**src/design/apu_pkg.sv**
```systemverilog
`default_nettype none

package apu_pkg;

    // register window 0x4000-0x401f
    localparam logic [15:0] APU_BASE = 16'h4000;
    localparam logic [15:0] APU_MASK = 16'hffe0;

    localparam logic [4:0] REG_STATUS = 5'h15;
    localparam logic [4:0] REG_CTRL1  = 5'h16;
    localparam logic [4:0] REG_CTRL2  = 5'h17;  // read side of 0x17
    localparam logic [4:0] REG_FRAME  = 5'h17;  // write side of 0x17

    localparam logic [4:0] PULSE0_OFFSET = 5'h00;
    localparam logic [4:0] PULSE1_OFFSET = 5'h04;
    localparam logic [4:0] NOISE_OFFSET  = 5'h0c;

    localparam logic [7:0] LENGTH_TABLE [32] = '{
        8'd10, 8'd254, 8'd20, 8'd2,  8'd40, 8'd4,  8'd80, 8'd6,
        8'd160, 8'd8,  8'd60, 8'd10, 8'd14, 8'd12, 8'd26, 8'd14,
        8'd12, 8'd16,  8'd24, 8'd18, 8'd48, 8'd20, 8'd96, 8'd22,
        8'd192, 8'd24, 8'd72, 8'd26, 8'd16, 8'd28, 8'd32, 8'd30
    };

    // periods in apu cycles, half the cpu-cycle values
    localparam logic [11:0] NOISE_PERIOD_TABLE [16] = '{
        12'd2,   12'd4,   12'd8,   12'd16,  12'd32,  12'd48,  12'd64,   12'd80,
        12'd101, 12'd127, 12'd190, 12'd254, 12'd381, 12'd508, 12'd1017, 12'd2034
    };

    localparam int QUARTER_CYCLES = 3729;

    localparam int SAMPLE_W = 4;

    // mixer sum, max 3*15 + 3*15 + 2*15 = 120
    localparam int           MIX_W        = 7;
    localparam logic [6:0] PULSE_WEIGHT = 7'd3;
    localparam logic [6:0] NOISE_WEIGHT = 7'd2;

    typedef enum logic {
        FRAME_4STEP,
        FRAME_5STEP
    } frame_mode_e;

    typedef enum logic [1:0] {
        DUTY_12,
        DUTY_25,
        DUTY_50,
        DUTY_75
    } duty_e;

endpackage

`default_nettype wire
```
**src/design/apu.sv**
```systemverilog
`default_nettype none

module apu #(
    parameter int AUDIO_DEPTH = 16
) (
    input  logic                   clk,
    input  logic                   rst,
    input  logic [15:0]            addr_i,
    input  logic [7:0]             data_i,
    input  logic                   wr_i,
    input  logic                   rd_i,
    input  logic [1:0]             ctrl_data_i,
    output logic [7:0]             rd_data_o,
    output logic                   rd_valid_o,
    output logic                   irq_o,
    output logic [2:0]             ctrl_strobe_o,
    output logic [1:0]             ctrl_read_o,
    output logic [AUDIO_DEPTH-1:0] audio_o,
    output logic                   audio_en_o
);

    logic       win_hit;
    logic [4:0] reg_addr;
    logic [7:0] reg_wdata;
    logic       reg_wr;
    logic       rd_hit;
    logic       status_rd;
    logic       ctrl1_rd;
    logic       ctrl2_rd;
    logic [2:0] enable;    // noise, pulse1, pulse0
    logic [7:0] status;

    logic apu_cycle;
    logic qtr_frame;
    logic half_frame;
    logic frame_irq;
    logic pulse0_active;
    logic pulse1_active;
    logic noise_active;
    logic [apu_pkg::SAMPLE_W-1:0] pulse0_sample;
    logic [apu_pkg::SAMPLE_W-1:0] pulse1_sample;
    logic [apu_pkg::SAMPLE_W-1:0] noise_sample;

    assign win_hit   = (addr_i & apu_pkg::APU_MASK) == apu_pkg::APU_BASE;
    assign reg_addr  = addr_i[4:0];
    assign reg_wdata = data_i;
    assign reg_wr    = wr_i && win_hit;
    assign rd_hit    = rd_i && win_hit;
    assign status_rd = rd_hit && (reg_addr == apu_pkg::REG_STATUS);
    assign ctrl1_rd  = rd_hit && (reg_addr == apu_pkg::REG_CTRL1);
    assign ctrl2_rd  = rd_hit && (reg_addr == apu_pkg::REG_CTRL2);

    assign status = {1'b0, frame_irq, 2'b00, noise_active, 1'b0, pulse1_active, pulse0_active};

    assign irq_o      = frame_irq;
    assign audio_en_o = |enable;

    always_ff @(posedge clk) begin
        if (rst) begin
            rd_data_o     <= '0;
            rd_valid_o    <= 1'b0;
            enable        <= '0;
            ctrl_strobe_o <= '0;
            ctrl_read_o   <= '0;
        end else begin
            rd_valid_o <= rd_hit;
            rd_data_o  <= '0;  // write-only offsets read as zero
            if (status_rd) begin
                rd_data_o <= status;
            end
            if (ctrl1_rd) begin
                rd_data_o <= {7'b0100000, ctrl_data_i[0]};
            end
            if (ctrl2_rd) begin
                rd_data_o <= {7'b0100000, ctrl_data_i[1]};
            end

            if (reg_wr && reg_addr == apu_pkg::REG_STATUS) begin
                enable <= {reg_wdata[3], reg_wdata[1:0]};
            end
            if (reg_wr && reg_addr == apu_pkg::REG_CTRL1) begin
                ctrl_strobe_o <= reg_wdata[2:0];
            end
            ctrl_read_o <= {ctrl2_rd, ctrl1_rd};  // serial clock to each pad
        end
    end

    apu_framecounter u_framecounter (
        .clk          (clk),
        .rst          (rst),
        .reg_addr_i   (reg_addr),
        .reg_wdata_i  (reg_wdata),
        .reg_wr_i     (reg_wr),
        .status_rd_i  (status_rd),
        .apu_cycle_o  (apu_cycle),
        .qtr_frame_o  (qtr_frame),
        .half_frame_o (half_frame),
        .irq_o        (frame_irq)
    );

    apu_pulse #(.CHANNEL_ID(0)) u_pulse0 (
        .clk          (clk),
        .rst          (rst),
        .apu_cycle_i  (apu_cycle),
        .qtr_frame_i  (qtr_frame),
        .half_frame_i (half_frame),
        .en_i         (enable[0]),
        .reg_addr_i   (reg_addr),
        .reg_wdata_i  (reg_wdata),
        .reg_wr_i     (reg_wr),
        .active_o     (pulse0_active),
        .sample_o     (pulse0_sample)
    );

    apu_pulse #(.CHANNEL_ID(1)) u_pulse1 (
        .clk          (clk),
        .rst          (rst),
        .apu_cycle_i  (apu_cycle),
        .qtr_frame_i  (qtr_frame),
        .half_frame_i (half_frame),
        .en_i         (enable[1]),
        .reg_addr_i   (reg_addr),
        .reg_wdata_i  (reg_wdata),
        .reg_wr_i     (reg_wr),
        .active_o     (pulse1_active),
        .sample_o     (pulse1_sample)
    );

    apu_noise u_noise (
        .clk          (clk),
        .rst          (rst),
        .apu_cycle_i  (apu_cycle),
        .qtr_frame_i  (qtr_frame),
        .half_frame_i (half_frame),
        .en_i         (enable[2]),
        .reg_addr_i   (reg_addr),
        .reg_wdata_i  (reg_wdata),
        .reg_wr_i     (reg_wr),
        .active_o     (noise_active),
        .sample_o     (noise_sample)
    );

    apu_mixer #(.AUDIO_DEPTH(AUDIO_DEPTH)) u_mixer (
        .clk      (clk),
        .rst      (rst),
        .pulse0_i (pulse0_sample),
        .pulse1_i (pulse1_sample),
        .noise_i  (noise_sample),
        .mix_o    (audio_o)
    );

endmodule

`default_nettype wire

```
**src/design/apu_mixer.sv**
```systemverilog
`default_nettype none

module apu_mixer #(
    parameter int AUDIO_DEPTH = 16
) (
    input  logic                         clk,
    input  logic                         rst,
    input  logic [apu_pkg::SAMPLE_W-1:0] pulse0_i,
    input  logic [apu_pkg::SAMPLE_W-1:0] pulse1_i,
    input  logic [apu_pkg::SAMPLE_W-1:0] noise_i,
    output logic [AUDIO_DEPTH-1:0]       mix_o
);

    logic [apu_pkg::MIX_W-1:0] sum;

    // linear mix, pulses weigh 3 and noise 2
    assign sum = apu_pkg::PULSE_WEIGHT * pulse0_i
               + apu_pkg::PULSE_WEIGHT * pulse1_i
               + apu_pkg::NOISE_WEIGHT * noise_i;

    always_ff @(posedge clk) begin
        if (rst) begin
            mix_o <= '0;
        end else begin
            mix_o <= {sum, {(AUDIO_DEPTH - apu_pkg::MIX_W){1'b0}}};  // msb aligned
        end
    end

endmodule

`default_nettype wire

```
**src/design/apu_noise.sv**
```systemverilog
`default_nettype none

module apu_noise (
    input  logic                         clk,
    input  logic                         rst,
    input  logic                         apu_cycle_i,
    input  logic                         qtr_frame_i,
    input  logic                         half_frame_i,
    input  logic                         en_i,
    input  logic [4:0]                   reg_addr_i,
    input  logic [7:0]                   reg_wdata_i,
    input  logic                         reg_wr_i,
    output logic                         active_o,
    output logic [apu_pkg::SAMPLE_W-1:0] sample_o
);

    logic        wr0, wr2, wr3;
    logic        halt;
    logic        const_vol;
    logic [3:0]  volume;
    logic        mode;        // short loop, tap from bit 6
    logic [3:0]  period_idx;
    logic [11:0] timer;
    logic [14:0] lfsr;
    logic        feedback;
    logic [7:0]  length;
    logic        env_start;
    logic [3:0]  env_div;
    logic [3:0]  env_decay;

    assign wr0 = reg_wr_i && (reg_addr_i == apu_pkg::NOISE_OFFSET);
    assign wr2 = reg_wr_i && (reg_addr_i == apu_pkg::NOISE_OFFSET + 5'd2);
    assign wr3 = reg_wr_i && (reg_addr_i == apu_pkg::NOISE_OFFSET + 5'd3);

    assign feedback = lfsr[0] ^ (mode ? lfsr[6] : lfsr[1]);

    assign active_o = (length != '0);
    assign sample_o = (active_o && !lfsr[0]) ? (const_vol ? volume : env_decay) : '0;

    always_ff @(posedge clk) begin
        if (rst) begin
            halt       <= 1'b0;
            const_vol  <= 1'b0;
            volume     <= '0;
            mode       <= 1'b0;
            period_idx <= '0;
            timer      <= '0;
            lfsr       <= 15'd1;  // must never be all zero
            length     <= '0;
            env_start  <= 1'b0;
            env_div    <= '0;
            env_decay  <= '0;
        end else begin
            if (apu_cycle_i) begin
                if (timer == '0) begin
                    timer <= apu_pkg::NOISE_PERIOD_TABLE[period_idx];
                    lfsr  <= {feedback, lfsr[14:1]};
                end else begin
                    timer <= timer - 12'd1;
                end
            end

            if (qtr_frame_i) begin
                if (env_start) begin
                    env_start <= 1'b0;
                    env_decay <= 4'd15;
                    env_div   <= volume;
                end else if (env_div == '0) begin
                    env_div <= volume;
                    if (env_decay != '0) begin
                        env_decay <= env_decay - 4'd1;
                    end else if (halt) begin
                        env_decay <= 4'd15;
                    end
                end else begin
                    env_div <= env_div - 4'd1;
                end
            end

            if (half_frame_i && length != '0 && !halt) begin
                length <= length - 8'd1;
            end

            if (wr0) begin
                halt      <= reg_wdata_i[5];
                const_vol <= reg_wdata_i[4];
                volume    <= reg_wdata_i[3:0];
            end
            if (wr2) begin
                mode       <= reg_wdata_i[7];
                period_idx <= reg_wdata_i[3:0];
            end
            if (wr3) begin
                env_start <= 1'b1;
                if (en_i) begin
                    length <= apu_pkg::LENGTH_TABLE[reg_wdata_i[7:3]];
                end
            end

            if (!en_i) begin
                length <= '0;
            end
        end
    end

endmodule

`default_nettype wire

```
**src/design/apu_pulse.sv**
```systemverilog
`default_nettype none

module apu_pulse #(
    parameter int CHANNEL_ID = 0
) (
    input  logic                         clk,
    input  logic                         rst,
    input  logic                         apu_cycle_i,
    input  logic                         qtr_frame_i,
    input  logic                         half_frame_i,
    input  logic                         en_i,
    input  logic [4:0]                   reg_addr_i,
    input  logic [7:0]                   reg_wdata_i,
    input  logic                         reg_wr_i,
    output logic                         active_o,
    output logic [apu_pkg::SAMPLE_W-1:0] sample_o
);

    logic [4:0]     base;
    logic           wr0, wr1, wr2, wr3;

    apu_pkg::duty_e duty;
    logic           halt;       // length halt, doubles as envelope loop
    logic           const_vol;
    logic [3:0]     volume;
    logic           sweep_en;
    logic [2:0]     sweep_period;
    logic           sweep_neg;
    logic [2:0]     sweep_shift;
    logic [10:0]    period;

    logic [10:0]    timer;
    logic [2:0]     seq;
    logic [7:0]     pattern;
    logic [7:0]     length;
    logic           env_start;
    logic [3:0]     env_div;
    logic [3:0]     env_decay;
    logic           sweep_reload;
    logic [2:0]     sweep_div;
    logic [11:0]    change;
    logic [11:0]    target;
    logic           mute;

    assign base = (CHANNEL_ID == 0) ? apu_pkg::PULSE0_OFFSET : apu_pkg::PULSE1_OFFSET;
    assign wr0  = reg_wr_i && (reg_addr_i == base);
    assign wr1  = reg_wr_i && (reg_addr_i == base + 5'd1);
    assign wr2  = reg_wr_i && (reg_addr_i == base + 5'd2);
    assign wr3  = reg_wr_i && (reg_addr_i == base + 5'd3);

    always_comb begin
        case (duty)
            apu_pkg::DUTY_12: pattern = 8'b0000_0010;
            apu_pkg::DUTY_25: pattern = 8'b0000_0110;
            apu_pkg::DUTY_50: pattern = 8'b0001_1110;
            default:          pattern = 8'b1111_1001;
        endcase
    end

    // pulse 1 negates in ones' complement, pulse 2 in twos'
    assign change = {1'b0, period} >> sweep_shift;
    assign target = sweep_neg
        ? {1'b0, period} - change - ((CHANNEL_ID == 0) ? 12'd1 : 12'd0)
        : {1'b0, period} + change;
    assign mute   = (length == '0) || (period < 11'd8) || target[11];

    assign active_o = (length != '0);
    assign sample_o = (mute || !pattern[seq]) ? '0 : (const_vol ? volume : env_decay);

    always_ff @(posedge clk) begin
        if (rst) begin
            duty         <= apu_pkg::DUTY_12;
            halt         <= 1'b0;
            const_vol    <= 1'b0;
            volume       <= '0;
            sweep_en     <= 1'b0;
            sweep_period <= '0;
            sweep_neg    <= 1'b0;
            sweep_shift  <= '0;
            period       <= '0;
            timer        <= '0;
            seq          <= '0;
            length       <= '0;
            env_start    <= 1'b0;
            env_div      <= '0;
            env_decay    <= '0;
            sweep_reload <= 1'b0;
            sweep_div    <= '0;
        end else begin
            if (apu_cycle_i) begin
                if (timer == '0) begin
                    timer <= period;
                    seq   <= seq - 3'd1;
                end else begin
                    timer <= timer - 11'd1;
                end
            end

            if (qtr_frame_i) begin
                if (env_start) begin
                    env_start <= 1'b0;
                    env_decay <= 4'd15;
                    env_div   <= volume;
                end else if (env_div == '0) begin
                    env_div <= volume;
                    if (env_decay != '0) begin
                        env_decay <= env_decay - 4'd1;
                    end else if (halt) begin
                        env_decay <= 4'd15;
                    end
                end else begin
                    env_div <= env_div - 4'd1;
                end
            end

            if (half_frame_i) begin
                if (sweep_div == '0 && sweep_en && sweep_shift != '0 && !mute) begin
                    period <= target[10:0];
                end
                if (sweep_div == '0 || sweep_reload) begin
                    sweep_div    <= sweep_period;
                    sweep_reload <= 1'b0;
                end else begin
                    sweep_div <= sweep_div - 3'd1;
                end
                if (length != '0 && !halt) begin
                    length <= length - 8'd1;
                end
            end

            if (wr0) begin
                duty      <= apu_pkg::duty_e'(reg_wdata_i[7:6]);
                halt      <= reg_wdata_i[5];
                const_vol <= reg_wdata_i[4];
                volume    <= reg_wdata_i[3:0];
            end
            if (wr1) begin
                sweep_en     <= reg_wdata_i[7];
                sweep_period <= reg_wdata_i[6:4];
                sweep_neg    <= reg_wdata_i[3];
                sweep_shift  <= reg_wdata_i[2:0];
                sweep_reload <= 1'b1;
            end
            if (wr2) begin
                period[7:0] <= reg_wdata_i;
            end
            if (wr3) begin
                period[10:8] <= reg_wdata_i[2:0];
                seq          <= '0;
                env_start    <= 1'b1;
                if (en_i) begin
                    length <= apu_pkg::LENGTH_TABLE[reg_wdata_i[7:3]];
                end
            end

            if (!en_i) begin
                length <= '0;  // disabled channel loses its length
            end
        end
    end

    a_disable_clears: assert property (@(posedge clk) disable iff (rst)
        !en_i |=> !active_o);

endmodule

`default_nettype wire

```
**src/design/apu_framecounter.sv**
```systemverilog
`default_nettype none

module apu_framecounter (
    input  logic       clk,
    input  logic       rst,
    input  logic [4:0] reg_addr_i,
    input  logic [7:0] reg_wdata_i,
    input  logic       reg_wr_i,
    input  logic       status_rd_i,
    output logic       apu_cycle_o,
    output logic       qtr_frame_o,
    output logic       half_frame_o,
    output logic       irq_o
);

    logic                 div_q;
    logic [11:0]          cyc_cnt;
    logic [2:0]           step;      // quarter index within the frame
    logic [2:0]           last_step;
    apu_pkg::frame_mode_e mode;
    logic                 inhibit;
    logic                 step_end;
    logic                 frame_wr;

    assign apu_cycle_o = div_q;
    assign frame_wr    = reg_wr_i && (reg_addr_i == apu_pkg::REG_FRAME);
    assign step_end    = div_q && (cyc_cnt == 12'(apu_pkg::QUARTER_CYCLES - 1));
    assign last_step   = (mode == apu_pkg::FRAME_5STEP) ? 3'd4 : 3'd3;

    // 5-step mode skips the quarter at step 3
    assign qtr_frame_o  = step_end && !(mode == apu_pkg::FRAME_5STEP && step == 3'd3);
    assign half_frame_o = step_end && (step == 3'd1 || step == last_step);

    always_ff @(posedge clk) begin
        if (rst) begin
            div_q   <= 1'b0;
            cyc_cnt <= '0;
            step    <= '0;
            mode    <= apu_pkg::FRAME_4STEP;
            inhibit <= 1'b0;
            irq_o   <= 1'b0;
        end else begin
            div_q <= ~div_q;

            if (step_end) begin
                cyc_cnt <= '0;
                step    <= (step == last_step) ? 3'd0 : step + 3'd1;
            end else if (div_q) begin
                cyc_cnt <= cyc_cnt + 12'd1;
            end

            if (status_rd_i) begin
                irq_o <= 1'b0;
            end
            if (step_end && mode == apu_pkg::FRAME_4STEP && step == 3'd3 && !inhibit) begin
                irq_o <= 1'b1;
            end

            if (frame_wr) begin
                mode    <= apu_pkg::frame_mode_e'(reg_wdata_i[7]);
                inhibit <= reg_wdata_i[6];
                cyc_cnt <= '0;  // restart the sequence
                step    <= '0;
                if (reg_wdata_i[6]) begin
                    irq_o <= 1'b0;
                end
            end
        end
    end

    // a half frame is always also a quarter frame on an apu cycle
    a_half_in_qtr: assert property (@(posedge clk) disable iff (rst)
        half_frame_o |-> (qtr_frame_o && apu_cycle_o));

    // irq only rises with the half frame that closes a frame
    a_irq_rise: assert property (@(posedge clk) disable iff (rst)
        (!irq_o ##1 irq_o) |-> $past(half_frame_o));

endmodule

`default_nettype wire

```
**config.mk**
```make
export PLATFORM = sky130hd
export DESIGN_NAME = apu
export DESIGN_NICKNAME = d
export VERILOG_FILES = /design/src/design/apu_pkg.sv /design/src/design/apu.sv /design/src/design/apu_mixer.sv /design/src/design/apu_noise.sv /design/src/design/apu_pulse.sv /design/src/design/apu_framecounter.sv
export SDC_FILE = /design/constraint.sdc
export NUM_CORES = 1
export LEC_CHECK = 0
export ABC_AREA = 1
export BUFFER_PORTS_ARGS = -buffer_cell sky130_fd_sc_hd__buf_2
export CAP_MARGIN = 20
export CORE_MARGIN = 3
export CORE_UTILIZATION = 50
export CTS_CLUSTER_SIZE = 25
export DETAILED_ROUTE_END_ITERATION = 10
export PLACE_DENSITY = 0.69
export REMOVE_ABC_BUFFERS = 1
export SLEW_MARGIN = 40
export SYNTH_ARGS = -nofsm -noshare
export SYNTH_HDL_FRONTEND = slang
export SYNTH_SLANG_ARGS = --single-unit
```
**constraint.sdc**
```tcl
create_clock -name clk -period 5.3 [get_ports clk]
set_input_delay 1.59 -clock clk [delete_from_list [all_inputs] [get_ports clk]]
set_output_delay 1.59 -clock clk [all_outputs]
set_load 0.005 [all_outputs]
```
# After elaboration in Yosys (flattened, before gate mapping)
# Memories as Yosys holds them, arrays and structs flattened.
# Cells that the tools add are included.
[totals]
register_bits = 231
elab_cells = 332
rom_bits = 448
n_memories = 2
in_bits = 30
output_inout_bits = 32
[mem_list]
columns = ["memory", "words", "width", "rd", "rd_ports_with_merged_regs", "write_ports", "line", "source"]
rows = [
  ["(no name shown)", 32, 8, 1, 0, 0, "apu_noise.sv:96", "length <= apu_pkg::LENGTH_TABLE[reg_wdata_i[7:3]];"],
  ["(no name shown)", 16, 12, 1, 0, 0, "apu_noise.sv:56", "timer <= apu_pkg::NOISE_PERIOD_TABLE[period_idx];"],
]
[classes]
mul = 2
n_mux = 77
n_eq_ne = 22
shift = 2
bitwise = 9
add_sub_neg = 25
reduce_logical = 125
n_lt_le_gt_ge = 6
[op_table]
columns = ["operator", "n"]
rows = [
  ["$mux 4", 24],
  ["$mux 8", 12],
  ["$mux 11", 6],
  ["$mux 12", 5],
  ["$pmux 8 s3", 2],
  ["$reduce_bool 2->1", 21],
  ["$logic_and 1x1->1", 37],
  ["$add 11x12->12", 2],
  ["$reduce_bool 8->1", 3],
  ["$shr 11x3->12", 2],
  ["$sub 11x12->12", 2],
  ["$sub 12x1->12 const B", 2],
  ["$sub 4x1->4 const B", 6],
  ["$sub 8x1->8 const B", 3],
  ["$logic_not 11->1", 2],
  ["$lt 11x4->1 const B", 2],
  ["$reduce_and 2->1", 11],
  ["$sub 11x1->11 const B", 2],
  ["$mux 7", 3],
  ["$eq 5x3->1 const B", 4],
  ["$mux 3", 6],
  ["$mux 1", 17],
  ["$logic_not 8->1", 2],
  ["$eq 5x4->1 const B", 3],
  ["other kinds (37)", 89],
]

# Longest topological paths before layout
# Gate-level depths: netlist (run 1).
[depth]
word_depth = 10
mapped_depth = 41
depth_no_buf = 39

# By module
# From an unflattened synthesis (run 1), not the netlist that was laid out.
[unflattened]
hier_cells = 2444
hier_area_um2 = 15801.4
[by_module_without_submodules]
columns = ["module", "n_inst", "cells_each", "area_each_um2"]
rows = [
  ["apu_pulse (u_pulse0)", 1, 817, 5069.9],
  ["apu_pulse (u_pulse1)", 1, 724, 4623.2],
  ["apu_noise", 1, 548, 3510.9],
  ["apu_framecounter", 1, 159, 1121.1],
  ["apu_mixer", 1, 91, 763.2],
  ["apu", 1, 105, 713.2],
]

# Worst setup path after synthesis (run 1)
# Ideal clock, no wire load.
[synth_path]
path_type = "flip-flop to flip-flop"
from = "reg u_pulse1.sweep_shift[1]"
to = "reg u_mixer.mix_o[15]"
stages_incl_launch_ff = 36
required_time_ns = 5.175
n_path_buf = 2
arrival_time_ns = 5.488
setup_time_ns = 0.125
setup_slack_ns = -0.313
cell_sequence = "dfxtp_1 > buf_2 > nand2_1 > o21ai_1 > inv_1 > nand2_2 > ha_1 > nand4_1 > nor2_1 > nand2_1 > nor2_1 > a21oi_1 > xnor2_1 > inv_1 > ha_1 > a21oi_1 > o21a_1 > o21ai_0 > a21oi_1 > nand3_1 > nand2_1 > buf_6 > nand3_4 > a211oi_1 > fa_1 > inv_1 > fa_1 > fa_1 > inv_1 > ha_1 > inv_1 > fa_1 > nor3_1 > a211oi_1 > o21ai_0 > a21oi_1"
[synth_between]
elab_chain_cells = 9
word_cells_on_any_way = 10
cone_classes = "4 x add/sub; 1 x mul; 1 x shift; 2 x mux; 2 x reduce/logical"
[synth_lines]
columns = ["element", "line", "source"]
rows = [
  ["start, declared", "apu_pulse.sv:29", "logic [2:0] sweep_shift;"],
  ["start signal, assigned", "apu_pulse.sv:141", "sweep_shift <= reg_wdata_i[2:0];"],
  ["$shr 11x3->12 (*)", "apu_pulse.sv:61", "assign change = {1'b0, period} >> sweep_shift;"],
  ["$add 11x12->12 / $sub 11x12->12 (equally long branches)", "apu_pulse.sv:64, apu_pulse.sv:63", ""],
  ["$mux 12 (*)", "apu_pulse.sv:63", "? {1'b0, period} - change - ((CHANNEL_ID == 0) ? 12'd1 : 12'd0)"],
  ["$logic_or 1x1->1 (*)", "apu_pulse.sv:65", "assign mute = (length == '0) || (period < 11'd8) || target[11];"],
  ["$logic_or 1x1->1 (*)", "apu_pulse.sv:68", "assign sample_o = (mute || !pattern[seq]) ? '0 : (const_vol ? volume : env_decay);"],
  ["$mux 4 (*)", "apu_pulse.sv:68", ""],
  ["$mul 2x4->6 (*)", "apu_mixer.sv:18", "+ apu_pkg::PULSE_WEIGHT * pulse1_i"],
  ["$add 6x6->7 (*)", "apu_mixer.sv:18", ""],
  ["$add 7x5->7 (*)", "apu_mixer.sv:19", "+ apu_pkg::NOISE_WEIGHT * noise_i;"],
  ["end signal, assigned", "apu_mixer.sv:25", "mix_o <= {sum, {(AUDIO_DEPTH - apu_pkg::MIX_W){1'b0}}};"],
  ["end, declared", "apu_mixer.sv:11", "output logic [AUDIO_DEPTH-1:0] mix_o"],
]
# Mark *: on every way between the ends. The rest lies on a longest branch, timed or not.
# A chain may end at the register's enable or synchronous reset.

# Final worst setup path (run 1)
[layout_path]
from = "reg u_pulse1.sweep_shift[0]"
to = "reg u_mixer.mix_o[14]"
# Same word-level chain as after synthesis.

==> flow_summary.toml, run 1 <==
[pwr]
power_frac_comb_pct = 21.0
ir_drop_mv = 0.257
switching_power_w = 0.00144
p_clk_share_pct = 38.7
p_sw_share_pct = 31.8
internal_power_w = 0.00308
powerDensity_nw_per_um2 = 262
p_seq_share_pct = 40.3
p_leak_nw = 7.80
power_w = 0.00451

[yosys]
synthAdderAreaFrac_pct = 8.63
yosysWarningCount = 0
synth_simple_gate_area_share_pct = 26.8
async_reset_ff_share_pct = 0
synth-xor-area-share_pct = 4.14
muxShareOfSynthArea_pct = 0.148
synth-edff-count = 0
yosys-top-cells-area = "dfxtp_1, nand2_1, inv_1"
ys_types = 64
synthCells = 2110
synth_top_family_by_area = "simple AND/OR/NAND/NOR gates"
ys_seq_area_share_pct = 30.3
syn_area_um2 = 14400
synthFlopType = "dfxtp_1"
ys_ff_latch = 218
avgSynthCellArea_um2 = 6.82
synth_top_area_share_pct = 30.3
synth_compound_area_share_pct = 19.2
synth_top_area_cell = "dfxtp_1"

[global_routing]
grt_usage_pct = 26.7
grt_antenna_before_repair = 0
grt_max_degree = 53
overflow = 0
grt_pass1_wl_um = 68400
first_global_vias = 13685

[cts]
clk_pin_slew_ns = 0.06
clk_path_buf_depth = 3
clkSinkCount = 218
cts_root_buffer = "clkbuf_16"
clock_latency_ns = 0.54
cts_tree = "built"
htreeDepth = 1
numCtsBuffers = 26
hold_buffers = 0

[placement]
dp_hpwl_um = 31200
io_buffers = 48
placed_cells = 2637
gp_congestion = 0.927

[worst_setup_path]
critPathMaxStageDelay_ns = 0.60
worstSetupEndpointType = "register"
worstPathMaxFanout = 5
rr_startpoint = "u_pulse1.sweep_shift[0]"
critical-path-slowest-cell = "fa_2"
r2r_end = "u_mixer.mix_o[14]"
r2r_slack_ns = -0.45
required_ns = 5.77
path_common_cell = "nor2_1"
reg2reg_depth = 39
crit_start = "u_pulse1.sweep_shift[0]"
criticalPathCategory = "reg -> reg"
cp-endpoint = "u_mixer.mix_o[14]"
path_depth = 39
path_delay_family = "adder cells"
crit_arrival_ns = 6.22
path_buf_inv = 6
worstSetupStartpointType = "register"

[layout]
final_util_pct = 61.3
stdcell_count = 2701
diodes = 0
syn2layout_area_growth_pct = 19.6
nNetsFinal = 2425
drive_gt1_share_pct = 17.0
final_common_cell = "nand2_1"
most-common-layout-cells = "nand2_1, inv_1, nor2_1, dfxtp_1, o21ai_0"

[sta]
hold_violations = 0
setup_slack_ns = -0.452
min_period_over_period_pct = 109
rsz0062_at_grt = "true"
tightest_slew_ns = 0.800
max_freq_ghz = 0.174
maxSlewHeadroom_pct = 46.6
fin_skew_ns = 0.0169
final-max-slew-violation-count = 0
min_period_ns = 5.75
setup_viol = 4

[detailed_routing]
via_count = 14698
wl_per_cell_um = 15.6
ant_nets = 0
drc = 0
drt_iter0_drc = 1126
first_pass_iters = 6
routed_via_density = 5.44
drt_wl_total_um = 42100

[floorplan]
fp.dieH_um = 176
core_area_um2 = 28100
start_util_pct = 51.2
io_pins = 62
rows = 61
die_area_um2 = 30800
die_w_um = 176

[min_path]
holdPathStages = 2
hold_path.startpoint = "u_noise.lfsr[14]"
min_path_type = "reg -> reg"

[flow_run]
cap_violations = 0

[outcome]
violations = "setup timing"
status = "finished, violations left"
[stage by stage]
step           worst slack, ns  TNS (ns)  area, um^2  hold WS, ns
2_1_floorplan           -0.627     -1.78       14000        0.432
3_3_place_gp            -0.528     -1.61       16000        0.445
3_5_place_dp            -0.694     -2.18       16000        0.449
4_1_cts                 -0.355     -1.18       17000        0.458
5_1_grt                 -0.690     -2.52       17200        0.496
6_report                -0.452     -1.51       17200        0.460
[worst min path at each step]
stage / slack [ns] / to
2_1_floorplan: 0.43 / u_noise.lfsr[13]
3_3_place_gp: 0.44 / u_noise.lfsr[14]
3_5_place_dp: 0.45 / u_noise.lfsr[14]
4_1_cts: 0.46 / u_noise.lfsr[14]
5_1_grt: 0.50 / u_noise.lfsr[13]
6_report: 0.46 / u_noise.lfsr[13]
[power by group through the flow]
stage | Combinational (W) | Clock [W] | Sequential (W)
6_report | 0.000946 | 0.00175 | 0.00182
5_1_grt | 0.00107 | 0.00184 | 0.00183
4_1_cts | 0.000932 | 0.00176 | 0.00182
3_5_place_dp | 0.000919 | 0 | 0.00185
3_3_place_gp | 0.000895 | 0 | 0.00185
2_1_floorplan | 0.000696 | 0 | 0.00184
[kinds of logic (layout without fill, tap and decap cells)]
logic type,Yosys count,in the layout
muxes,2,2
other,1,13
buffers and inverters,383,584
adders and majority gates,92,92
DFF,218,218
xor gates and xnor gates,68,68
AOI/OAI and AO/OA,483,483
and+or+nand+nor,863,863
[Yosys cell counts, types with 6 or more instances]
cell,count
nand3_2,11
o21a_1,6
o21bai_1,7
a211oi_1,31
nor2_1,249
a31oi_1,17
clkbuf_1,47
buf_4,19
nand2_1,344
o21ai_0,196
inv_2,10
buf_2,8
o22ai_1,14
nor4_1,17
or2_2,6
clkinv_1,7
inv_1,285
nor2_2,18
a221oi_1,8
nor3_1,35
o221ai_1,10
nand2_2,12
o211ai_1,8
xor2_1,55
xnor2_1,13
ha_1,80
nand3_1,117
fa_1,12
a21oi_1,153
nand4_1,30
dfxtp_1,218
[layer usage]
layer	share of wire (%)	vias to the layer above	track usage, %	routed length (um)
li1	-	7377	-	-
met1	46	6823	36.6	19500
met2	46	425	44.9	19300
met5	0	-	0	0
met3	5.4	73	3.22	2260
met4	2.3	0	6.43	963
[worst register-to-register path: cells and delay by family, from the launching register on]
| kind | cells | cell delay (ns) |
|---|---|---|
| XOR/XNOR | 1 | 0.22 |
| AND/OR/NAND/NOR | 18 | 1.66 |
| adder cells (fa/ha/maj) | 6 | 1.92 |
| flip-flops | 1 | 0.36 |
| AO/OA/AOI/OAI | 8 | 0.98 |
| buffers and inverters | 6 | 0.54 |
[flip-flops by register name (all words and copies together) (netlist names), 7 cells and up]
register and count:
u_pulse1.period 11, u_pulse1.length 8, u_pulse0.timer 11, u_pulse0.length 8
u_noise.length 8, u_framecounter.cyc_cnt 12, u_pulse0.period 11, u_mixer.mix_o 7
u_pulse1.timer 11, u_noise.lfsr 15, u_noise.timer 12
[timing repair]
action	CTS	global route
resized for setup	34	33
buffers inserted	8	7
pin swaps	31	33
hold endpoints to repair	0	0
setup endpoints to repair	5	5
cloned	1	0
[area by class of cell]
cell class / instances / area, um^2
inverter: 302 / 1140
sequential: 218 / 4370
fill: 2682 / 10900
multi-input combinational: 1521 / 8730
timing repair buffer: 234 / 1650
tap: 378 / 473
clock buffer: 42 / 791
clock inverter: 6 / 47.5
Power figures use the tool's default switching activity.
==> inputs of run 2 (changes only) <==
- PLACE_DENSITY: 0.69 -> 0.78
==> run 2 against run 1 <==
The run still ends with setup timing left. Design area fell by 0.63%. Final cell count fell by 0.85%. Non-clock buffer count fell by 18. Clock skew fell by 0.0038 ns. Die area did not move. Critical path depth fell by 3. Clock power barely moved. Combinational power barely moved. Highest routed layer unchanged.
==> flow_summary.toml, run 2 (synthesized netlist as in run 1, its figures left out) <==
[outcome]
status = "finished, violations left"
violations = "setup timing"

[global_routing]
grt_max_degree = 42
met2_usage_pct = 45.4
met3_usage_pct = 3.18
first_global_vias = 13936
grt_pass1_wl_um = 68000
grt_usage_pct = 26.5
gr-max-usage-layer = "met2"
grtUsageMet1_pct = 34.2
overflow = 0
grt_antenna_before_repair = 0

[sta]
final-max-slew-violation-count = 0
min_period_over_period_pct = 108
setup_viol = 4
fin_hold_ws_ns = 0.462
fin_skew_ns = 0.0131
tightest_slew_ns = 0.768
tns_ns = -1.36
hold_violations = 0
rsz0062_at_grt = "true"
min_period_ns = 5.72
maxSlewHeadroom_pct = 48.7
max_freq_ghz = 0.175
setup_slack_ns = -0.421

[pwr]
powerDensity_nw_per_um2 = 266
ir_drop_mv = 0.225
p_leak_nw = 7.77
power_w = 0.00454

[detailed_routing]
ant_nets = 0
via_count = 14771
drt_wl_total_um = 41900
routed_via_density = 5.52
drt_iter0_drc = 1312
drc = 0
wl_per_cell_um = 15.6
first_pass_iters = 5

[cts]
clk_pin_slew_ns = 0.06
cts_root_buffer = "clkbuf_16"
cts_tree = "built"
clkSinkCount = 218
clock_latency_ns = 0.53
clk_path_buf_depth = 3
numCtsBuffers = 25
htreeDepth = 1

[floorplan]
die_area_um2 = 30800
die_w_um = 176
core_area_um2 = 28100
fp.dieH_um = 176
io_pins = 62
start_util_pct = 51.2
rows = 61

[layout]
syn2layout_area_growth_pct = 18.8
reg_top3 = "u_noise.lfsr (15), u_framecounter.cyc_cnt (12), u_noise.timer (12)"
final_util_pct = 60.9
most-common-layout-cells = "nand2_1, inv_1, nor2_1, dfxtp_1, o21ai_0"
drive_gt1_share_pct = 16.6
nNetsFinal = 2406
final_common_cell = "nand2_1"
n_fill_cell = 2541
regMostFlops = "u_noise.lfsr"
diodes = 0
largest_reg_flops = 15

[worst_setup_path]
critical-path-slowest-cell = "fa_1"
rr_startpoint = "u_pulse1.sweep_shift[0]"
r2r_slack_ns = -0.42
critPathMaxStageDelay_ns = 0.47
required_ns = 5.71
crit_start = "u_pulse1.sweep_shift[0]"
crit_arrival_ns = 6.13
worstSetupStartpointType = "register"
worstSetupEndpointType = "register"
criticalPathCategory = "reg -> reg"
reg2reg_depth = 36
path_delay_family = "adder cells"
r2r_end = "u_mixer.mix_o[15]"
worstPathMaxFanout = 5
path_buf_inv = 7

[placement]
io_buffers = 48
dp_hpwl_um = 31000
pre_cts_ws_ns = -0.670
gp_congestion = 0.949

[min_path]
hold_path.startpoint = "u_pulse0.env_decay[2]"
whs_endpoint = "u_pulse0.env_decay[2]"
min_path_type = "reg -> reg"
holdPathStages = 2

[flow_run]
cap_violations = 0
==> run 2: changes by cell type in the layout (fill, tap and decap cells not counted), sizes merged <==
| cell | delta |
|---|---|
| buf | -18 |
| clkbuf | -6 |
| bufinv | +2 |
| clkinv | +1 |
| clkinvlp | -1 |
| inv | -1 |
==> run 2: tightest hold or removal path, stage by stage, from the launching register on <==
cell     delay (ns)
dfxtp_1        0.31
nand2_1        0.06
a21oi_1        0.05
==> run 2: area by class of cell <==
type | count | area, um^2 | area share, %
multi-input cells | 1521 | 8730 | 51.1
clock buffers | 36 | 757 | 4.43
repair buffers | 216 | 1540 | 8.99
inverters | 302 | 1140 | 6.66
clock inverters | 7 | 88.8 | 0.520
well taps | 378 | 473 | 2.77
flip-flops and latches | 218 | 4370 | 25.6
==> run 2: worst max path at each step <==
stage                             end  cells past startpoint  slack [ns]
finish              u_mixer.mix_o[15]                     36       -0.42
global route        u_mixer.mix_o[15]                     36       -0.79
CTS                 u_mixer.mix_o[15]                     37       -0.36
detailed placement  u_mixer.mix_o[15]                     37       -0.67
global placement    u_mixer.mix_o[15]                     37       -0.47
floorplan           u_mixer.mix_o[15]                     35       -0.63
==> run 2: timing repair <==
| item | CTS | global route |
|---|---|---|
| hold buffers | 0 | 0 |
| gates cloned | 1 | 0 |
| setup buffers | 4 | 5 |
| resized for setup | 41 | 30 |
| pin swaps | 23 | 35 |
| endpoints found under the setup margin | 5 | 5 |
==> run 2: routing by layer <==
metal,vias up,share of wire [%]
met5,-,0
met4,0,3.7
met3,108,6.3
met2,493,47
met1,6826,43
li1,7344,-
==> run 2: through the flow <==
step	cells	area, um^2
2_1_floorplan	2041	14000
3_3_place_gp	2625	15900
3_5_place_dp	2625	15900
4_1_cts	2673	17000
5_1_grt	2678	17100
6_report	2678	17100
==> run 2: power breakdown <==
part / total [W] / switching [W] / leakage [nW] / internal, W
clock network: 0.00178 / 0.000697 / 0.423 / 0.00108
logic: 0.000946 / 0.000632 / 5.58 / 0.000313
registers: 0.00182 / 0.0000754 / 1.76 / 0.00174
